$ cat config.mk
export PLATFORM = sky130hd
export DESIGN_NAME = miner_uart_core
export DESIGN_NICKNAME = d
export VERILOG_FILES = /design/src/hw/miner_uart_pkg.sv /design/src/hw/uart_rx.sv /design/src/hw/uart_tx.sv /design/src/hw/header_collector.sv /design/src/hw/nonce_sender.sv /design/src/hw/miner_uart_core.sv
export VERILOG_INCLUDE_DIRS = /design/src /design/src/include
export SDC_FILE = /design/constraint.sdc
export NUM_CORES = 1
export LEC_CHECK = 0
export BUFFER_PORTS_ARGS = -buffer_cell sky130_fd_sc_hd__clkbuf_2
export CORE_AREA = 2 2 279 281
export DETAILED_ROUTE_END_ITERATION = 6
export DIE_AREA = 0 0 281 283
export PLACE_DENSITY = 0.61
export RECOVER_POWER = 50
export SETUP_SLACK_MARGIN = 0.3
export SYNTH_ARGS = -nofsm -noshare
export SYNTH_HDL_FRONTEND = slang
export SYNTH_HIERARCHICAL = 1
export SYNTH_SLANG_ARGS = --single-unit
$ cat constraint.sdc
create_clock -name clock -period 25.3 [get_ports clock]
set_clock_uncertainty 0.15 [all_clocks]
set_input_delay 5.06 -clock clock [delete_from_list [all_inputs] [get_ports clock]]
set_output_delay 5.06 -clock clock [all_outputs]
set_load 0.01 [all_outputs]
$ cat src/include/miner_uart_macros.svh
`ifndef MINER_UART_MACROS_SVH
`define MINER_UART_MACROS_SVH

// ------------------------------------------------------------
// serial link constants
// ------------------------------------------------------------

// clock cycles per serial bit, small for quick simulation.
`define MINER_CLKS_PER_BIT 16

// bytes in one block header from the host.
`define MINER_HEADER_BYTES 80

// bytes in one nonce reply to the host.
`define MINER_NONCE_BYTES 4

`endif

$ cat src/hw/miner_uart_pkg.sv
`default_nettype none

`include "miner_uart_macros.svh"

package miner_uart_pkg;

    // byte from the receiver, valid for one cycle per frame.
    typedef struct packed {
        logic       valid;
        logic       frame_error; // stop bit sampled low.
        logic [7:0] data;
    } rx_byte_t;

    // byte offered to the transmitter.
    typedef struct packed {
        logic       valid;
        logic [7:0] data;
    } tx_byte_t;

    // first received byte ends up in the top 8 bits.
    typedef logic [`MINER_HEADER_BYTES*8-1:0] header_t;

    typedef logic [`MINER_NONCE_BYTES*8-1:0] nonce_t;

    typedef struct packed {
        logic        header_ready;
        logic [31:0] byte_count; // running count, wraps.
    } link_status_t;

endpackage

`default_nettype wire

$ cat src/hw/uart_rx.sv
`timescale 1ns/1ps
`default_nettype none

`include "miner_uart_macros.svh"

module uart_rx (
    input  wire                           clock,
    input  wire                           rst,
    input  wire                           rxd,
    output miner_uart_pkg::rx_byte_t      rx_byte
);

    localparam int CLKS  = `MINER_CLKS_PER_BIT;
    localparam int CNT_W = $clog2(CLKS);

    typedef enum logic [1:0] {
        rx_idle,
        rx_start,
        rx_data,
        rx_stop
    } rx_state_t;

    rx_state_t        state;
    logic             rxd_meta;
    logic             rxd_sync;
    logic [CNT_W-1:0] clk_cnt;
    logic [2:0]       bit_idx;
    logic [7:0]       shift_q;
    logic             valid_q;
    logic             error_q;
    logic             bit_done;

    assign bit_done = (clk_cnt == CNT_W'(CLKS - 1)); // one full bit period elapsed.

    // ------------------------------------------------------------
    // two-flop synchronizer, line idles high
    // ------------------------------------------------------------
    always_ff @(posedge clock) begin
        if (rst) begin
            rxd_meta <= 1'b1;
            rxd_sync <= 1'b1;
        end else begin
            rxd_meta <= rxd;
            rxd_sync <= rxd_meta;
        end
    end

    // ------------------------------------------------------------
    // frame FSM, samples at bit midpoints
    // ------------------------------------------------------------
    always_ff @(posedge clock) begin
        if (rst) begin
            state   <= rx_idle;
            clk_cnt <= '0;
            bit_idx <= '0;
            valid_q <= 1'b0;
            error_q <= 1'b0;
        end else begin
            valid_q <= 1'b0; // single cycle strobe.
            case (state)
                rx_idle: begin
                    clk_cnt <= '0;
                    if (!rxd_sync) begin
                        state <= rx_start; // falling start edge.
                    end
                end
                rx_start: begin
                    if (clk_cnt == CNT_W'(CLKS / 2 - 1)) begin
                        clk_cnt <= '0;
                        bit_idx <= '0;
                        state   <= rxd_sync ? rx_idle : rx_data; // drop glitches.
                    end else begin
                        clk_cnt <= clk_cnt + 1'b1;
                    end
                end
                rx_data: begin
                    if (bit_done) begin
                        clk_cnt <= '0;
                        bit_idx <= bit_idx + 1'b1;
                        if (bit_idx == 3'd7) begin
                            state <= rx_stop;
                        end
                    end else begin
                        clk_cnt <= clk_cnt + 1'b1;
                    end
                end
                rx_stop: begin
                    if (bit_done) begin
                        valid_q <= 1'b1;
                        error_q <= ~rxd_sync; // stop bit must be high.
                        state   <= rx_idle;
                    end else begin
                        clk_cnt <= clk_cnt + 1'b1;
                    end
                end
                default: state <= rx_idle;
            endcase
        end
    end

    // data bits arrive lsb first.
    always_ff @(posedge clock) begin
        if (state == rx_data && bit_done) begin
            shift_q <= {rxd_sync, shift_q[7:1]};
        end
    end

    assign rx_byte = '{valid: valid_q, frame_error: error_q, data: shift_q};

endmodule

`default_nettype wire

$ cat src/hw/uart_tx.sv
`timescale 1ns/1ps
`default_nettype none

`include "miner_uart_macros.svh"

module uart_tx (
    input  wire                           clock,
    input  wire                           rst,
    input  wire miner_uart_pkg::tx_byte_t tx_byte,
    output logic                          busy,
    output logic                          txd
);

    localparam int CLKS  = `MINER_CLKS_PER_BIT;
    localparam int CNT_W = $clog2(CLKS);

    logic [CNT_W-1:0] clk_cnt;
    logic [3:0]       bits_left; // bits still to go after the current one.
    logic [8:0]       shift_q;   // data bits then stop bit.
    logic             accept;
    logic             bit_done;

    assign accept   = tx_byte.valid & ~busy;
    assign bit_done = busy && (clk_cnt == CNT_W'(CLKS - 1));

    // ------------------------------------------------------------
    // frame control
    // ------------------------------------------------------------
    always_ff @(posedge clock) begin
        if (rst) begin
            busy      <= 1'b0;
            txd       <= 1'b1;
            clk_cnt   <= '0;
            bits_left <= '0;
        end else if (!busy) begin
            clk_cnt <= '0;
            if (tx_byte.valid) begin
                busy      <= 1'b1;
                txd       <= 1'b0; // start bit.
                bits_left <= 4'd9;
            end
        end else if (bit_done) begin
            clk_cnt <= '0;
            if (bits_left == 4'd0) begin
                busy <= 1'b0; // stop bit finished.
            end else begin
                txd       <= shift_q[0];
                bits_left <= bits_left - 1'b1;
            end
        end else begin
            clk_cnt <= clk_cnt + 1'b1;
        end
    end

    // shift register refills with ones so the line ends idle.
    always_ff @(posedge clock) begin
        if (accept) begin
            shift_q <= {1'b1, tx_byte.data};
        end else if (bit_done && bits_left != 4'd0) begin
            shift_q <= {1'b1, shift_q[8:1]};
        end
    end

endmodule

`default_nettype wire

$ cat src/hw/header_collector.sv
`timescale 1ns/1ps
`default_nettype none

`include "miner_uart_macros.svh"

module header_collector (
    input  wire                           clock,
    input  wire                           rst,
    input  wire miner_uart_pkg::rx_byte_t rx_byte,
    output miner_uart_pkg::header_t       header,
    output miner_uart_pkg::link_status_t  status
);

    localparam int HDR_BYTES = `MINER_HEADER_BYTES;
    localparam int IDX_W     = $clog2(HDR_BYTES);

    logic             accept;
    logic [IDX_W-1:0] hdr_idx; // position within the current header.
    logic             ready_q;
    logic [31:0]      count_q;

    assign accept = rx_byte.valid & ~rx_byte.frame_error; // bad frames are dropped.

    // ------------------------------------------------------------
    // byte counters and ready flag
    // ------------------------------------------------------------
    always_ff @(posedge clock) begin
        if (rst) begin
            hdr_idx <= '0;
            ready_q <= 1'b0;
            count_q <= '0;
        end else if (accept) begin
            count_q <= count_q + 32'd1;
            if (hdr_idx == IDX_W'(HDR_BYTES - 1)) begin
                hdr_idx <= '0;
                ready_q <= 1'b1; // last byte of the header.
            end else begin
                hdr_idx <= hdr_idx + 1'b1;
                ready_q <= 1'b0; // a new header has begun.
            end
        end
    end

    // newest byte enters at the bottom.
    always_ff @(posedge clock) begin
        if (accept) begin
            header <= {header[$bits(header)-9:0], rx_byte.data};
        end
    end

    assign status = '{header_ready: ready_q, byte_count: count_q};

endmodule

`default_nettype wire

$ cat src/hw/nonce_sender.sv
`timescale 1ns/1ps
`default_nettype none

`include "miner_uart_macros.svh"

module nonce_sender (
    input  wire                           clock,
    input  wire                           rst,
    input  wire                           transmit_data,
    input  wire miner_uart_pkg::nonce_t   nonce,
    input  wire                           busy,
    output miner_uart_pkg::tx_byte_t      tx_byte
);

    import miner_uart_pkg::*;

    localparam int NONCE_BYTES = `MINER_NONCE_BYTES;
    localparam int REM_W       = $clog2(NONCE_BYTES + 1);

    nonce_t           nonce_q;   // top byte is the one on offer.
    logic             req_prev;
    logic             req_rise;
    logic             busy_prev;
    logic             busy_fall;
    logic             valid_q;
    logic [REM_W-1:0] remaining; // frames not yet finished.
    logic             start;

    assign busy_fall = busy_prev & ~busy;
    assign start     = req_rise && (remaining == '0); // ignore requests mid reply.

    // ------------------------------------------------------------
    // request edge and reply sequencing
    // ------------------------------------------------------------
    always_ff @(posedge clock) begin
        if (rst) begin
            req_prev  <= 1'b0;
            req_rise  <= 1'b0;
            busy_prev <= 1'b0;
            valid_q   <= 1'b0;
            remaining <= '0;
        end else begin
            req_prev  <= transmit_data;
            req_rise  <= transmit_data & ~req_prev;
            busy_prev <= busy;
            valid_q   <= 1'b0;
            if (start) begin
                remaining <= REM_W'(NONCE_BYTES);
                valid_q   <= 1'b1; // first byte.
            end else if (remaining != '0 && busy_fall) begin
                remaining <= remaining - 1'b1;
                if (remaining != REM_W'(1)) begin
                    valid_q <= 1'b1; // next byte once the line is free.
                end
            end
        end
    end

    // capture then step through bytes msb first.
    always_ff @(posedge clock) begin
        if (start) begin
            nonce_q <= nonce;
        end else if (busy_fall && remaining > REM_W'(1)) begin
            nonce_q <= nonce_q << 8;
        end
    end

    assign tx_byte = '{valid: valid_q, data: nonce_q[$bits(nonce_t)-1 -: 8]};

endmodule

`default_nettype wire

$ cat src/hw/miner_uart_core.sv
`timescale 1ns/1ps
`default_nettype none

module miner_uart_core (
    input  wire                         clock,
    input  wire                         rst,
    input  wire                         rxd,
    output logic                        txd,
    input  wire miner_uart_pkg::nonce_t nonce_input,
    input  wire                         transmit_data,
    output miner_uart_pkg::header_t     header_data,
    output logic                        header_ready,
    output logic [31:0]                 byte_count
);

    import miner_uart_pkg::*;

    rx_byte_t     rx_byte;
    tx_byte_t     tx_byte;
    link_status_t status;
    logic         tx_busy;

    // ------------------------------------------------------------
    // receive path
    // ------------------------------------------------------------
    uart_rx u_rx (
        .clock   (clock),
        .rst     (rst),
        .rxd     (rxd),
        .rx_byte (rx_byte)
    );

    header_collector u_collector (
        .clock   (clock),
        .rst     (rst),
        .rx_byte (rx_byte),
        .header  (header_data),
        .status  (status)
    );

    assign header_ready = status.header_ready;
    assign byte_count   = status.byte_count;

    // ------------------------------------------------------------
    // transmit path
    // ------------------------------------------------------------
    nonce_sender u_sender (
        .clock         (clock),
        .rst           (rst),
        .transmit_data (transmit_data),
        .nonce         (nonce_input),
        .busy          (tx_busy),
        .tx_byte       (tx_byte)
    );

    uart_tx u_tx (
        .clock   (clock),
        .rst     (rst),
        .tx_byte (tx_byte),
        .busy    (tx_busy), // only back-pressure toward the sender.
        .txd     (txd)
    );

endmodule

`default_nettype wire

# Word level (Yosys, flattened, before mapping)
# Index checks and enable logic that the tools add are counted.
# classes
add_sub_neg,7
magnitude_cmp,1
n_eq_ne,17
muxes,38
n_bitwise,9
n_reduce_logical,23
# ops
cell,count
two-way mux 32 bit,2
"adder 32 x 1 -> 32 bit, second input constant",1
two-way mux 4 bit,7
two-way mux 8 bit,2
case mux 4 bit (4 select lines),1
two-way mux 1 bit,13
two-way mux 2 bit,6
two-way mux 3 bit,4
nonzero test 2 bit,5
"adder 4 x 1 -> 4 bit, second input constant",2
"== test 4 bit, second input constant",2
"inequality test 2 x 1 -> 1 bit, second input constant",4
"inequality test 2 bit, second input constant",4
case mux 2 bit (4 select lines),1
"adder 7 x 1 -> 7 bit, second input constant",1
"== test 7 bit, second input constant",1
two-way mux 7 bit,1
logical AND 1 bit,6
case mux 3 bit (2 select lines),1
AND reduction 3 bit,2
inverter 1 bit,5
AND reduction 5 bit,1
AND 1 bit,4
"== test 2 bit, second input constant",2
16 further kinds,17
# word_totals
reg_bits,758
out_inout_bits,674
word_cells,119

# Depth between registers and ports, before layout
# Gate-level depths: netlist (run 1).
# depth
word_depth,5
mapped_depth,7
ltp_nobuf,5

# Cells and area by module
# Netlist (run 1), hierarchy kept.
# modules_own_cells
mod,instances,cells_per_inst,area_per_inst_um2
header_collector,1,854,21095.2
nonce_sender,1,111,1784.2
uart_rx,1,78,868.3
uart_tx,1,86,812.0

# Worst setup path after synthesis (run 1)
# No wires, ideal clock.
# synth_path
kind,flip-flop to flip-flop
from,reg u_rx.error_q
to,"reg u_collector.header[0], enable pin"
setup_time_ps,5049
arrival_ps,12229
path_slack_ps,7872
path_stages_with_launch,4
path_buffers,1
synth_period_minus_slack_ps,17428
path_cell_list,dfxtp_1 -> buf_4 -> nand2b_1 -> clkinv_1
# synth_between
elab_chain_len,2
# synth_lines
element,line_no,source
"start, declared",uart_rx.sv:30,logic error_q;
"start signal, assigned",uart_rx.sv:90,error_q <= ~rxd_sync;
inverter 1 bit,header_collector.sv:22,assign accept = rx_byte.valid & ~rx_byte.frame_error;
AND 1 bit,header_collector.sv:22,
net u_collector.accept,header_collector.sv:17,logic accept;
"end signal, assigned",header_collector.sv:47,"header <= {header[$bits(header)-9:0], rx_byte.data};"
"end, declared",header_collector.sv:10,"output miner_uart_pkg::header_t header,"
# The timed path passes the listed nets, and every way through them passes these cells.
# A chain may end at the register's enable or synchronous reset.

# Worst setup path in the final report (run 1)
# layout_path
from,reg u_rx.error_q
to,"reg u_collector.header[288], enable pin"
# Same word-level chain as after synthesis.

==> results of run 1 <==
[cells in the final DEF, fill, tap and decap left out, drive strengths merged, types with 8 or more instances in the layout]
master and n:
ha 10, nand4 14, clkbuf 808, mux2 27, o31ai 12, a21oi 31, xor2 12, nor2 37
nand2 50, or3 9, nand3 16, and2 10, or4 11, inv 18, dfxtp 70, nor2b 8
clkinv 35, o21ai 13, edfxtp 688
[flip-flops by register name, indices dropped and copies added, names as in the netlist, 3 cells and up, named ones only]
name                 cells
u_sender/nonce_q        32
u_sender/remaining       3
u_tx/clk_cnt             4
u_rx/shift_q             8
u_collector/count_q     32
u_rx/clk_cnt             4
u_tx/shift_q             8
u_collector/hdr_idx      7
u_rx/bit_idx             3
u_collector/header     640
u_tx/bits_left           4
[cell type report]
type / instances / area, sq um
fillers: 6858 / 44810
multi-input cells: 326 / 2217
diodes: 1 / 2.502
clock inverters: 50 / 581.8
clock buffers: 95 / 2079
flip-flops and latches: 758 / 22060
inverters: 14 / 53.80
repair buffers: 716 / 3598
well taps: 1040 / 1301
[routing by layer]
layer,vias to the layer above,routed length (um)
met5,-,0
met4,0,2095
met1,6783,23260
met3,109,6493
met2,688,30140
li1,5940,-
[power groups by stage]
stage | Clock [mW] | Combinational (mW) | Sequential [mW]
final | 1.17 | 0.0183 | 1.35
after global routing | 1.25 | 0.0200 | 1.35
after CTS | 1.20 | 0.0183 | 1.35
after detailed placement | 0 | 0.0182 | 1.38
after global placement | 0 | 0.0176 | 1.38
after floorplan | 0 | 0.0136 | 1.38
[cells by family after synthesis]
group                      count (synthesis)  share of synthesized area (%)
xor gates and xnor gates                  19                         0.6776
muxes                                     27                          1.513
DFF                                      758                          89.83
adders and majority gates                 10                         0.5095
AOI/OAI and AO/OA                         78                          2.028
and+or+nand+nor                          192                          4.351
buffers and inverters                     45                          1.095
[metrics by stage]
| step | hold slack (ps) | power, mW | setup slack [ps] | cells |
|---|---|---|---|---|
| after CTS | 215.1 | 2.574 | 18460 | 2999 |
| final | 214.6 | 2.543 | 14470 | 3000 |
| after floorplan | 217.4 | 1.392 | 7872 | 1129 |
| after global placement | 224.8 | 1.397 | 18890 | 2854 |
| after detailed placement | 230.5 | 1.398 | 18870 | 2854 |
| after global routing | 231.8 | 2.621 | 13390 | 2999 |
[worst max-delay path, cell delays in order, from the launching register on]
cell and delay [ps]:
sky130_fd_sc_hd__dfxtp_1 340, sky130_fd_sc_hd__nand2b_1 240, sky130_fd_sc_hd__clkinvlp_2 3370, sky130_fd_sc_hd__clkbuf_1 2820, sky130_fd_sc_hd__clkbuf_1 2990
[path summary, 6_finish.rpt]
| check | start | depth (start not counted) | endpoint | slack (ps) |
|---|---|---|---|---|
| worst min register to register | u_sender/req_prev$_SDFF_PP0_ | 1 | u_sender/req_rise$_SDFF_PP0_ | 210 |
| worst max-delay path | u_rx/error_q$_SDFFE_PP0P_ | 4 | u_collector/header[288]$_DFFE_PP_ | 14470 |
| worst min-delay path | u_sender/req_prev$_SDFF_PP0_ | 1 | u_sender/req_rise$_SDFF_PP0_ | 210 |
| worst max register to register | u_rx/error_q$_SDFFE_PP0P_ | 4 | u_collector/header[288]$_DFFE_PP_ | 14470 |
==> out/metrics.cfg, run 1 <==
[place]
placement.cell_area_sq_mm = 0.02927
io_buffer_count = 709
globalplace.congestion = 0.8511
hpwl_mm = 44.26

[logic_synthesis]
syn_area_per_cell_sq_um = 21.75
synthCells = 1129
yosys.area.top_type_share_pct = 84.12
synth_most_common_cell = sky130_fd_sc_hd__edfxtp_1
postSynth.topFlopCell = sky130_fd_sc_hd__edfxtp_1
yosys.area.top_type = sky130_fd_sc_hd__edfxtp_1
ys_top_cells_by_area = sky130_fd_sc_hd__edfxtp_1, sky130_fd_sc_hd__dfxtp_1, sky130_fd_sc_hd__mux2_4
synth_enable_flop_cells = 688
synth.ff_latch_count = 758
share_of_flip_flops_with_an_asynchronous_set_or_reset_after_synthesis_pct = 0
synth.yosys.seq_area_share_pct = 89.83
synth_warnings = 6
yosys-top-cells-count = sky130_fd_sc_hd__edfxtp_1, sky130_fd_sc_hd__dfxtp_1, sky130_fd_sc_hd__nand2_1, sky130_fd_sc_hd__nor2_1, sky130_fd_sc_hd__a21oi_1
syn-cell-area_sq_mm = 0.02456
synth.distinct_cells = 56
number_of_nets_in_the_synthesized_netlist = 1175

[grt]
grt_pass1_vias = 13550
globalRouteOverflowTotal = 0
gr-usage-all-layers_pct = 14.81
met1_resource_use_gr_pct = 16.90
grt.busiest_layer = met2
global_route_met3_utilization_pct = 5.772
grt_pass1_wl_mm = 89.18
gr-usage-met2_pct = 24.82
antenna_found_initial = 1
grt_max_degree = 192

[power]
total_switching_power_mw = 0.5123
vdd_drop_max_v = 0.00005259
p_leak_nw = 11.85
powerDensity_mw_per_mm2 = 79.74
p_int_mw = 2.031
clock_power_share_pct = 46.1
power.sequential.fraction_pct = 53.2
part_of_the_total_power_dissipated_in_combinational_logic_pct = 0.7
switching_share_pct = 20.14

[die]
start_util_pct = 32.02
dieArea_sq_mm = 0.07952
core_sq_mm = 0.07670
die_height_um = 283
io_pins = 710
chipWidth_um = 281
std_cell_rows = 102

[detailed_routing]
routedWlPerCell_um = 20.66
route.final.wire_length_mm = 61.99
detail_route.vias_per_cell = 4.507
drt_antenna_net_count = 0
drt_first_pass_iters = 5
drc = 0
first_iter_violations = 1088
vias = 13520

[outcome]
failing_checks = capacitance limit, slew limit
run_status = finished with violations

[timing]
worst_slew_margin_rel_pct = -302.3
timing_hold_violations_final = 0
max_freq_mhz = 92.32
fin_setup_tns_ps = 0
rsz_0062_raised_after_global_routing = false
setup_violating_endpoint_count_in_the_final_report = 0
finalCritPeriodShare_pct = 42.81
fin_crit_ps = 10830
drv_slew = 443
worst_slew_pin_slew_ps = 6035

[cts]
worst_setup_hold_path_clk_slew_ps = 60
cts_hold_repair.buffers = 0
cts_resized = 0
total_setup_buffers_inserted_after_cts = 0
inserted_clock_buffers = 80
tritoncts_clock_tree = built
cts-root-to-sink-buffers = 3
cts.root.buffer_cell = sky130_fd_sc_hd__clkbuf_16
worstSkewPairLatency_ps = 630
clock_sink_count = 758
cts.htree.levels = 3

[setup_path]
crit_fanout = 143
critical_path_class = reg2reg
timing.critical_path.required_ps = 25260
worst_setup_path_start_kind = flop
crit_path_end_kind = flop
critPathArrivalTime_ps = 10790

[run]
cap_viol_max_count = 6

[final_layout]
layout-drive-gt1-share_pct = 44.05
post-route-cell-area_sq_mm = 0.03190
post-route-util_pct = 41.58
area.growth.synth_to_final_pct = 29.87
finalNetCount = 1942

[hold_path]
min-delay-path-class = reg2reg

Power figures use the tool's default switching activity.
==> run 2, diff against run 1 <==
- clock period: 25.3 -> 11.1 ns (I/O delays scaled with it)
==> out/metrics.cfg, run 2 (synthesis gave the netlist of run 1 again) <==
[grt]
grt_pass1_vias = 13310
grt_pass1_wl_mm = 86.51
grt_max_degree = 204
globalRouteOverflowTotal = 0
antenna_found_initial = 0
gr-usage-all-layers_pct = 14.21

[setup_path]
worst_r2r_startpoint = u_rx/error_q$_SDFFE_PP0P_
timing.reg2reg.setup_slack_ps = 5960
crit_path_end_kind = flop
timing.critical_path.slowest_cell_delay_ps = 2300
crit_fanout = 203
worstReg2RegEnd = u_collector/header[311]$_DFFE_PP_
timing.critical_path.required_ps = 11160
cpMaxStageDelayCell = sky130_fd_sc_hd__clkbuf_1
critPathTopFamily = buffers and inverters
worst_setup_path_start_kind = flop
worstSetupPathDepth = 4
crit_path_cell_trace = nand2b_1 > inv_16 > clkbuf_1 > buf_12
critPathArrivalTime_ps = 5210
critical_path_class = reg2reg
path_buf_inv = 3
r2r.worst_path.cells = 4

[timing]
fin_hold_ws_ps = 232.1
setup_violating_endpoint_count_in_the_final_report = 0
timing_hold_violations_final = 0
worst_slew_pin_slew_ps = 3212
fin_setup_tns_ps = 0
finalCritPeriodShare_pct = 46.34
rsz_0062_raised_after_global_routing = false
fin_ws_ps = 5956
drv_slew = 153
fin_crit_ps = 5144
max_freq_mhz = 194.4
worst_slew_margin_rel_pct = -114.1

[cts]
clock_sink_count = 758
cts.htree.levels = 3
cts-root-to-sink-buffers = 3
worstSkewPairLatency_ps = 620
cts_hold_repair.buffers = 0
total_setup_buffers_inserted_after_cts = 0
cts_resized = 0
inserted_clock_buffers = 79
worst_setup_hold_path_clk_slew_ps = 60
cts.root.buffer_cell = sky130_fd_sc_hd__clkbuf_16
tritoncts_clock_tree = built

[place]
hpwl_mm = 42.59
globalplace.congestion = 0.8326
io_buffer_count = 709
placement.cell_area_sq_mm = 0.02928
place_worst_setup_slack_ps = 7477

[detailed_routing]
detail_route.vias_per_cell = 4.479
vias = 13420
route.final.wire_length_mm = 59.77
drc = 0
drt_first_pass_iters = 5
drt_antenna_net_count = 0
first_iter_violations = 1154
routedWlPerCell_um = 19.95

[run]
cap_viol_max_count = 3

[power]
powerDensity_mw_per_mm2 = 180.6
total_switching_power_mw = 1.122
clock_power_share_pct = 45.7
vdd_drop_max_v = 0.0001299
p_leak_nw = 11.76
power.sequential.fraction_pct = 53.7
finalPower_mw = 5.742
part_of_the_total_power_dissipated_in_combinational_logic_pct = 0.6
p_int_mw = 4.620
switching_share_pct = 19.54

[die]
core_sq_mm = 0.07670
dieArea_sq_mm = 0.07952
io_pins = 710
start_util_pct = 32.02
chipWidth_um = 281
std_cell_rows = 102
die_height_um = 283

[final_layout]
area.growth.synth_to_final_pct = 29.48
layout-drive-gt1-share_pct = 43.38
mostFrequentLayoutCell = sky130_fd_sc_hd__clkbuf_2
filler_cell_count = 6827
layout_common_cells = sky130_fd_sc_hd__clkbuf_2, sky130_fd_sc_hd__edfxtp_1, sky130_fd_sc_hd__clkbuf_16
largest_register_ffs = 640
antenna_cells = 0
finalNetCount = 1940
post-route-cell-area_sq_mm = 0.03180
largest_registers = u_collector/header x640, u_collector/count_q x32, u_sender/nonce_q x32
top_register_by_number_of_flip_flops = u_collector/header

[outcome]
run_status = finished with violations
failing_checks = capacitance limit, slew limit

[hold_path]
worst_hold_startpoint = u_sender/req_prev$_SDFF_PP0_
min-delay-path-class = reg2reg
whs_endpoint = u_sender/req_rise$_SDFF_PP0_
min_delay_path_depth = 1

run 2: cell types whose count changed in the layout (fill, tap and decap cells not counted), moves of 2 or more:
cell	delta
sky130_fd_sc_hd__clkinv_1	-6
sky130_fd_sc_hd__and2_1	-8
sky130_fd_sc_hd__mux2_1	+17
sky130_fd_sc_hd__clkinv_4	-7
sky130_fd_sc_hd__mux2_4	-16
sky130_fd_sc_hd__inv_6	-2
sky130_fd_sc_hd__clkbuf_16	-2
sky130_fd_sc_hd__and2_0	+8
sky130_fd_sc_hd__clkinv_8	+2
sky130_fd_sc_hd__clkinv_2	+12
sky130_fd_sc_hd__clkbuf_2	-2
sky130_fd_sc_hd__clkbuf_8	+2
run 2: through the flow:
stage	util [%]	std cells
6_report	41.46	2995
5_1_grt	41.46	2995
4_1_cts	41.57	2995
3_5_place_dp	38.17	2853
3_3_place_gp	38.17	2853
2_1_floorplan	-	1129
run 2: layout make-up:
cell class	count	area, sq um	share of cell area [%]
Clock buffer	94	2053	6.457
Tap cell	1040	1301	4.092
Multi-Input combinational cell	326	2157	6.783
Inverter	14	68.82	0.2164
Sequential cell	758	22060	69.38
Clock inverter	48	553.0	1.739
Timing Repair Buffer	715	3605	11.34
run 2: routing by layer:
metal / routed length [um] / vias up / GRT usage (%)
li1: - / 5932 / -
met1: 22160 / 6721 / 16.15
met2: 29390 / 661 / 23.94
met3: 6381 / 101 / 5.665
met4: 1827 / 0 / 5.374
met5: 0 / - / 0
run 2: how the worst max path moves through the flow:
stage / from / end / slack [ps]
2_1_floorplan: u_rx/error_q$_SDFFE_PP0P_ / u_collector/header[0]$_DFFE_PP_ / 2060
3_3_place_gp: rst / u_rx/clk_cnt[0]$_SDFFE_PP0N_ / 7520
3_5_place_dp: rst / u_rx/clk_cnt[0]$_SDFFE_PP0N_ / 7480
4_1_cts: u_collector/header[274]$_DFFE_PP_ / header_data[274] / 7290
5_1_grt: u_rx/error_q$_SDFFE_PP0P_ / u_collector/header[344]$_DFFE_PP_ / 5600
6_report: u_rx/error_q$_SDFFE_PP0P_ / u_collector/header[311]$_DFFE_PP_ / 5960
run 2: power groups by stage:
stage	logic, mW	clock network, mW	registers, mW
after CTS	0.0415	2.70	3.08
final	0.0364	2.62	3.08
after floorplan	0.0310	0	3.14
after global routing	0.0408	2.80	3.08
after global placement	0.0399	0	3.14
after detailed placement	0.0414	0	3.14
==> run 3, diff against run 2 <==
- PLACE_DENSITY: 0.61 -> 0.63
- clock period: 11.1 -> 4.7 ns (I/O delays scaled with it)
==> out/metrics.cfg, run 3 (synthesis gave the netlist of run 1 again) <==
[hold_path]
min-delay-path-class = reg2reg
worst_hold_startpoint = u_sender/req_prev$_SDFF_PP0_

[cts]
cts-root-to-sink-buffers = 3
total_setup_buffers_inserted_after_cts = 0
cts_resized = 0
inserted_clock_buffers = 80
worst_setup_hold_path_clk_slew_ps = 60
tritoncts_clock_tree = built
worstSkewPairLatency_ps = 630
cts.htree.levels = 3
cts_hold_repair.buffers = 0
cts.root.buffer_cell = sky130_fd_sc_hd__clkbuf_16
clock_sink_count = 758

[setup_path]
timing.reg2reg.setup_slack_ps = 1840
critical_path_class = in2reg
crit_path_end_kind = flop
timing.critical_path.required_ps = 5060
critPathArrivalTime_ps = 3510
timing.critical_path.mode_cell = sky130_fd_sc_hd__clkbuf_1
crit_fanout = 39
critPathTopFamily = buffers and inverters
critPathCapture = u_rx/clk_cnt[0]$_SDFFE_PP0N_
cpMaxStageDelayCell = sky130_fd_sc_hd__clkbuf_1
timing.critical_path.slowest_cell_delay_ps = 1200
crit_path_cell_trace = clkbuf_1 > clkbuf_1 > nor3_1 > mux2_2
worstReg2RegEnd = u_sender/nonce_q[26]$_DFFE_PP_
crit_start = rst
worst_setup_path_start_kind = input port
worstSetupPathDepth = 4
r2r.worst_path.cells = 5
worst_r2r_startpoint = u_sender/remaining[0]$_SDFFE_PP0P_
path_buf_inv = 2

[final_layout]
antenna_cells = 0
mostFrequentLayoutCell = sky130_fd_sc_hd__edfxtp_1
layout-drive-gt1-share_pct = 28.11
area.growth.synth_to_final_pct = 28.53
top_register_by_number_of_flip_flops = u_collector/header
finalNetCount = 1946
largest_register_ffs = 640
largest_registers = u_collector/header x640, u_collector/count_q x32, u_sender/nonce_q x32
layout_common_cells = sky130_fd_sc_hd__edfxtp_1, sky130_fd_sc_hd__clkbuf_2, sky130_fd_sc_hd__clkbuf_1

[timing]
rsz_0062_raised_after_global_routing = false
worst_slew_pin_slew_ps = 1701
timing_hold_violations_final = 0
fin_setup_tns_ps = 0
fin_crit_ps = 3156
worst_slew_margin_rel_pct = -13.37
setup_violating_endpoint_count_in_the_final_report = 0
drv_slew = 40
finalCritPeriodShare_pct = 67.14
max_freq_mhz = 316.9

[outcome]
failing_checks = capacitance limit, slew limit
run_status = finished with violations

[grt]
met1_resource_use_gr_pct = 16.47
grt_max_degree = 270
globalRouteOverflowTotal = 0
gr-usage-all-layers_pct = 14.53
grt_pass1_vias = 13370
gr-usage-met2_pct = 24.64
antenna_found_initial = 0
grt.busiest_layer = met2
global_route_met3_utilization_pct = 5.731
grt_pass1_wl_mm = 88.18

[die]
core_sq_mm = 0.07670
chipWidth_um = 281
std_cell_rows = 102
dieArea_sq_mm = 0.07952
die_height_um = 283
start_util_pct = 32.02
io_pins = 710

[detailed_routing]
drt_antenna_net_count = 0
vias = 13610
drt_first_pass_iters = 6
routedWlPerCell_um = 20.51
drc = 0
detail_route.vias_per_cell = 4.535
first_iter_violations = 1169
route.final.wire_length_mm = 61.52

[run]
cap_viol_max_count = 1

[power]
finalPower_mw = 13.70
powerDensity_mw_per_mm2 = 434.1
p_leak_nw = 10.91
vdd_drop_max_v = 0.0003260

[place]
hpwl_mm = 44.01
globalplace.congestion = 0.8386
io_buffer_count = 709

-- run 3: worst min path at each step --
stage                                              end  slack [ps]  cells after the start
final                     u_sender/req_rise$_SDFF_PP0_         240                      1
after global routing      u_sender/req_rise$_SDFF_PP0_         270                      1
after CTS                 u_sender/req_rise$_SDFF_PP0_         240                      1
after detailed placement  u_sender/req_rise$_SDFF_PP0_         230                      1
after global placement    u_sender/req_rise$_SDFF_PP0_         230                      1
after floorplan           u_sender/req_rise$_SDFF_PP0_         220                      1
-- run 3: worst reg2reg max path, stage by stage, from the launching register on --
cell	delay, ps
sky130_fd_sc_hd__dfxtp_1	330
sky130_fd_sc_hd__inv_1	120
sky130_fd_sc_hd__ha_1	270
sky130_fd_sc_hd__nand3b_4	350
sky130_fd_sc_hd__nand2_1	1070
sky130_fd_sc_hd__buf_4	280
-- run 3: area by class of cell --
cell class	count	area, sq um
Multi-Input combinational cell	326	2123
Clock buffer	96	2123
Inverter	14	78.83
Fill cell	6933	45130
Timing Repair Buffer	720	3318
Tap cell	1040	1301
Sequential cell	758	22060
Clock inverter	46	561.8
-- run 3: routing by layer --
| layer | part of all wire [%] | up-vias |
|---|---|---|
| li1 | - | 5954 |
| met1 | 38 | 6849 |
| met2 | 49 | 696 |
| met3 | 10 | 106 |
| met4 | 3.1 | 0 |
| met5 | 0 | - |
-- run 3: per-stage QoR --
step	util (%)	cells	cell area, sq um	hold slack, ps	worst slack, ps
finish	41.16	3000	31570	237.6	1544
global route	41.16	3000	31570	272.0	1295
CTS	41.78	3000	32050	240.5	1713
detailed placement	38.28	2858	29360	231.7	1743
global placement	38.28	2858	29360	226.0	1880
floorplan	-	1129	24570	217.4	1189
-- run 3: power breakdown --
part,internal (mW),switching [mW],leakage (nW)
logic,0.0378,0.0506,2.87
clock network,3.71,2.63,1.29
registers,7.27,0.0106,6.76
total,11.0,2.69,10.9
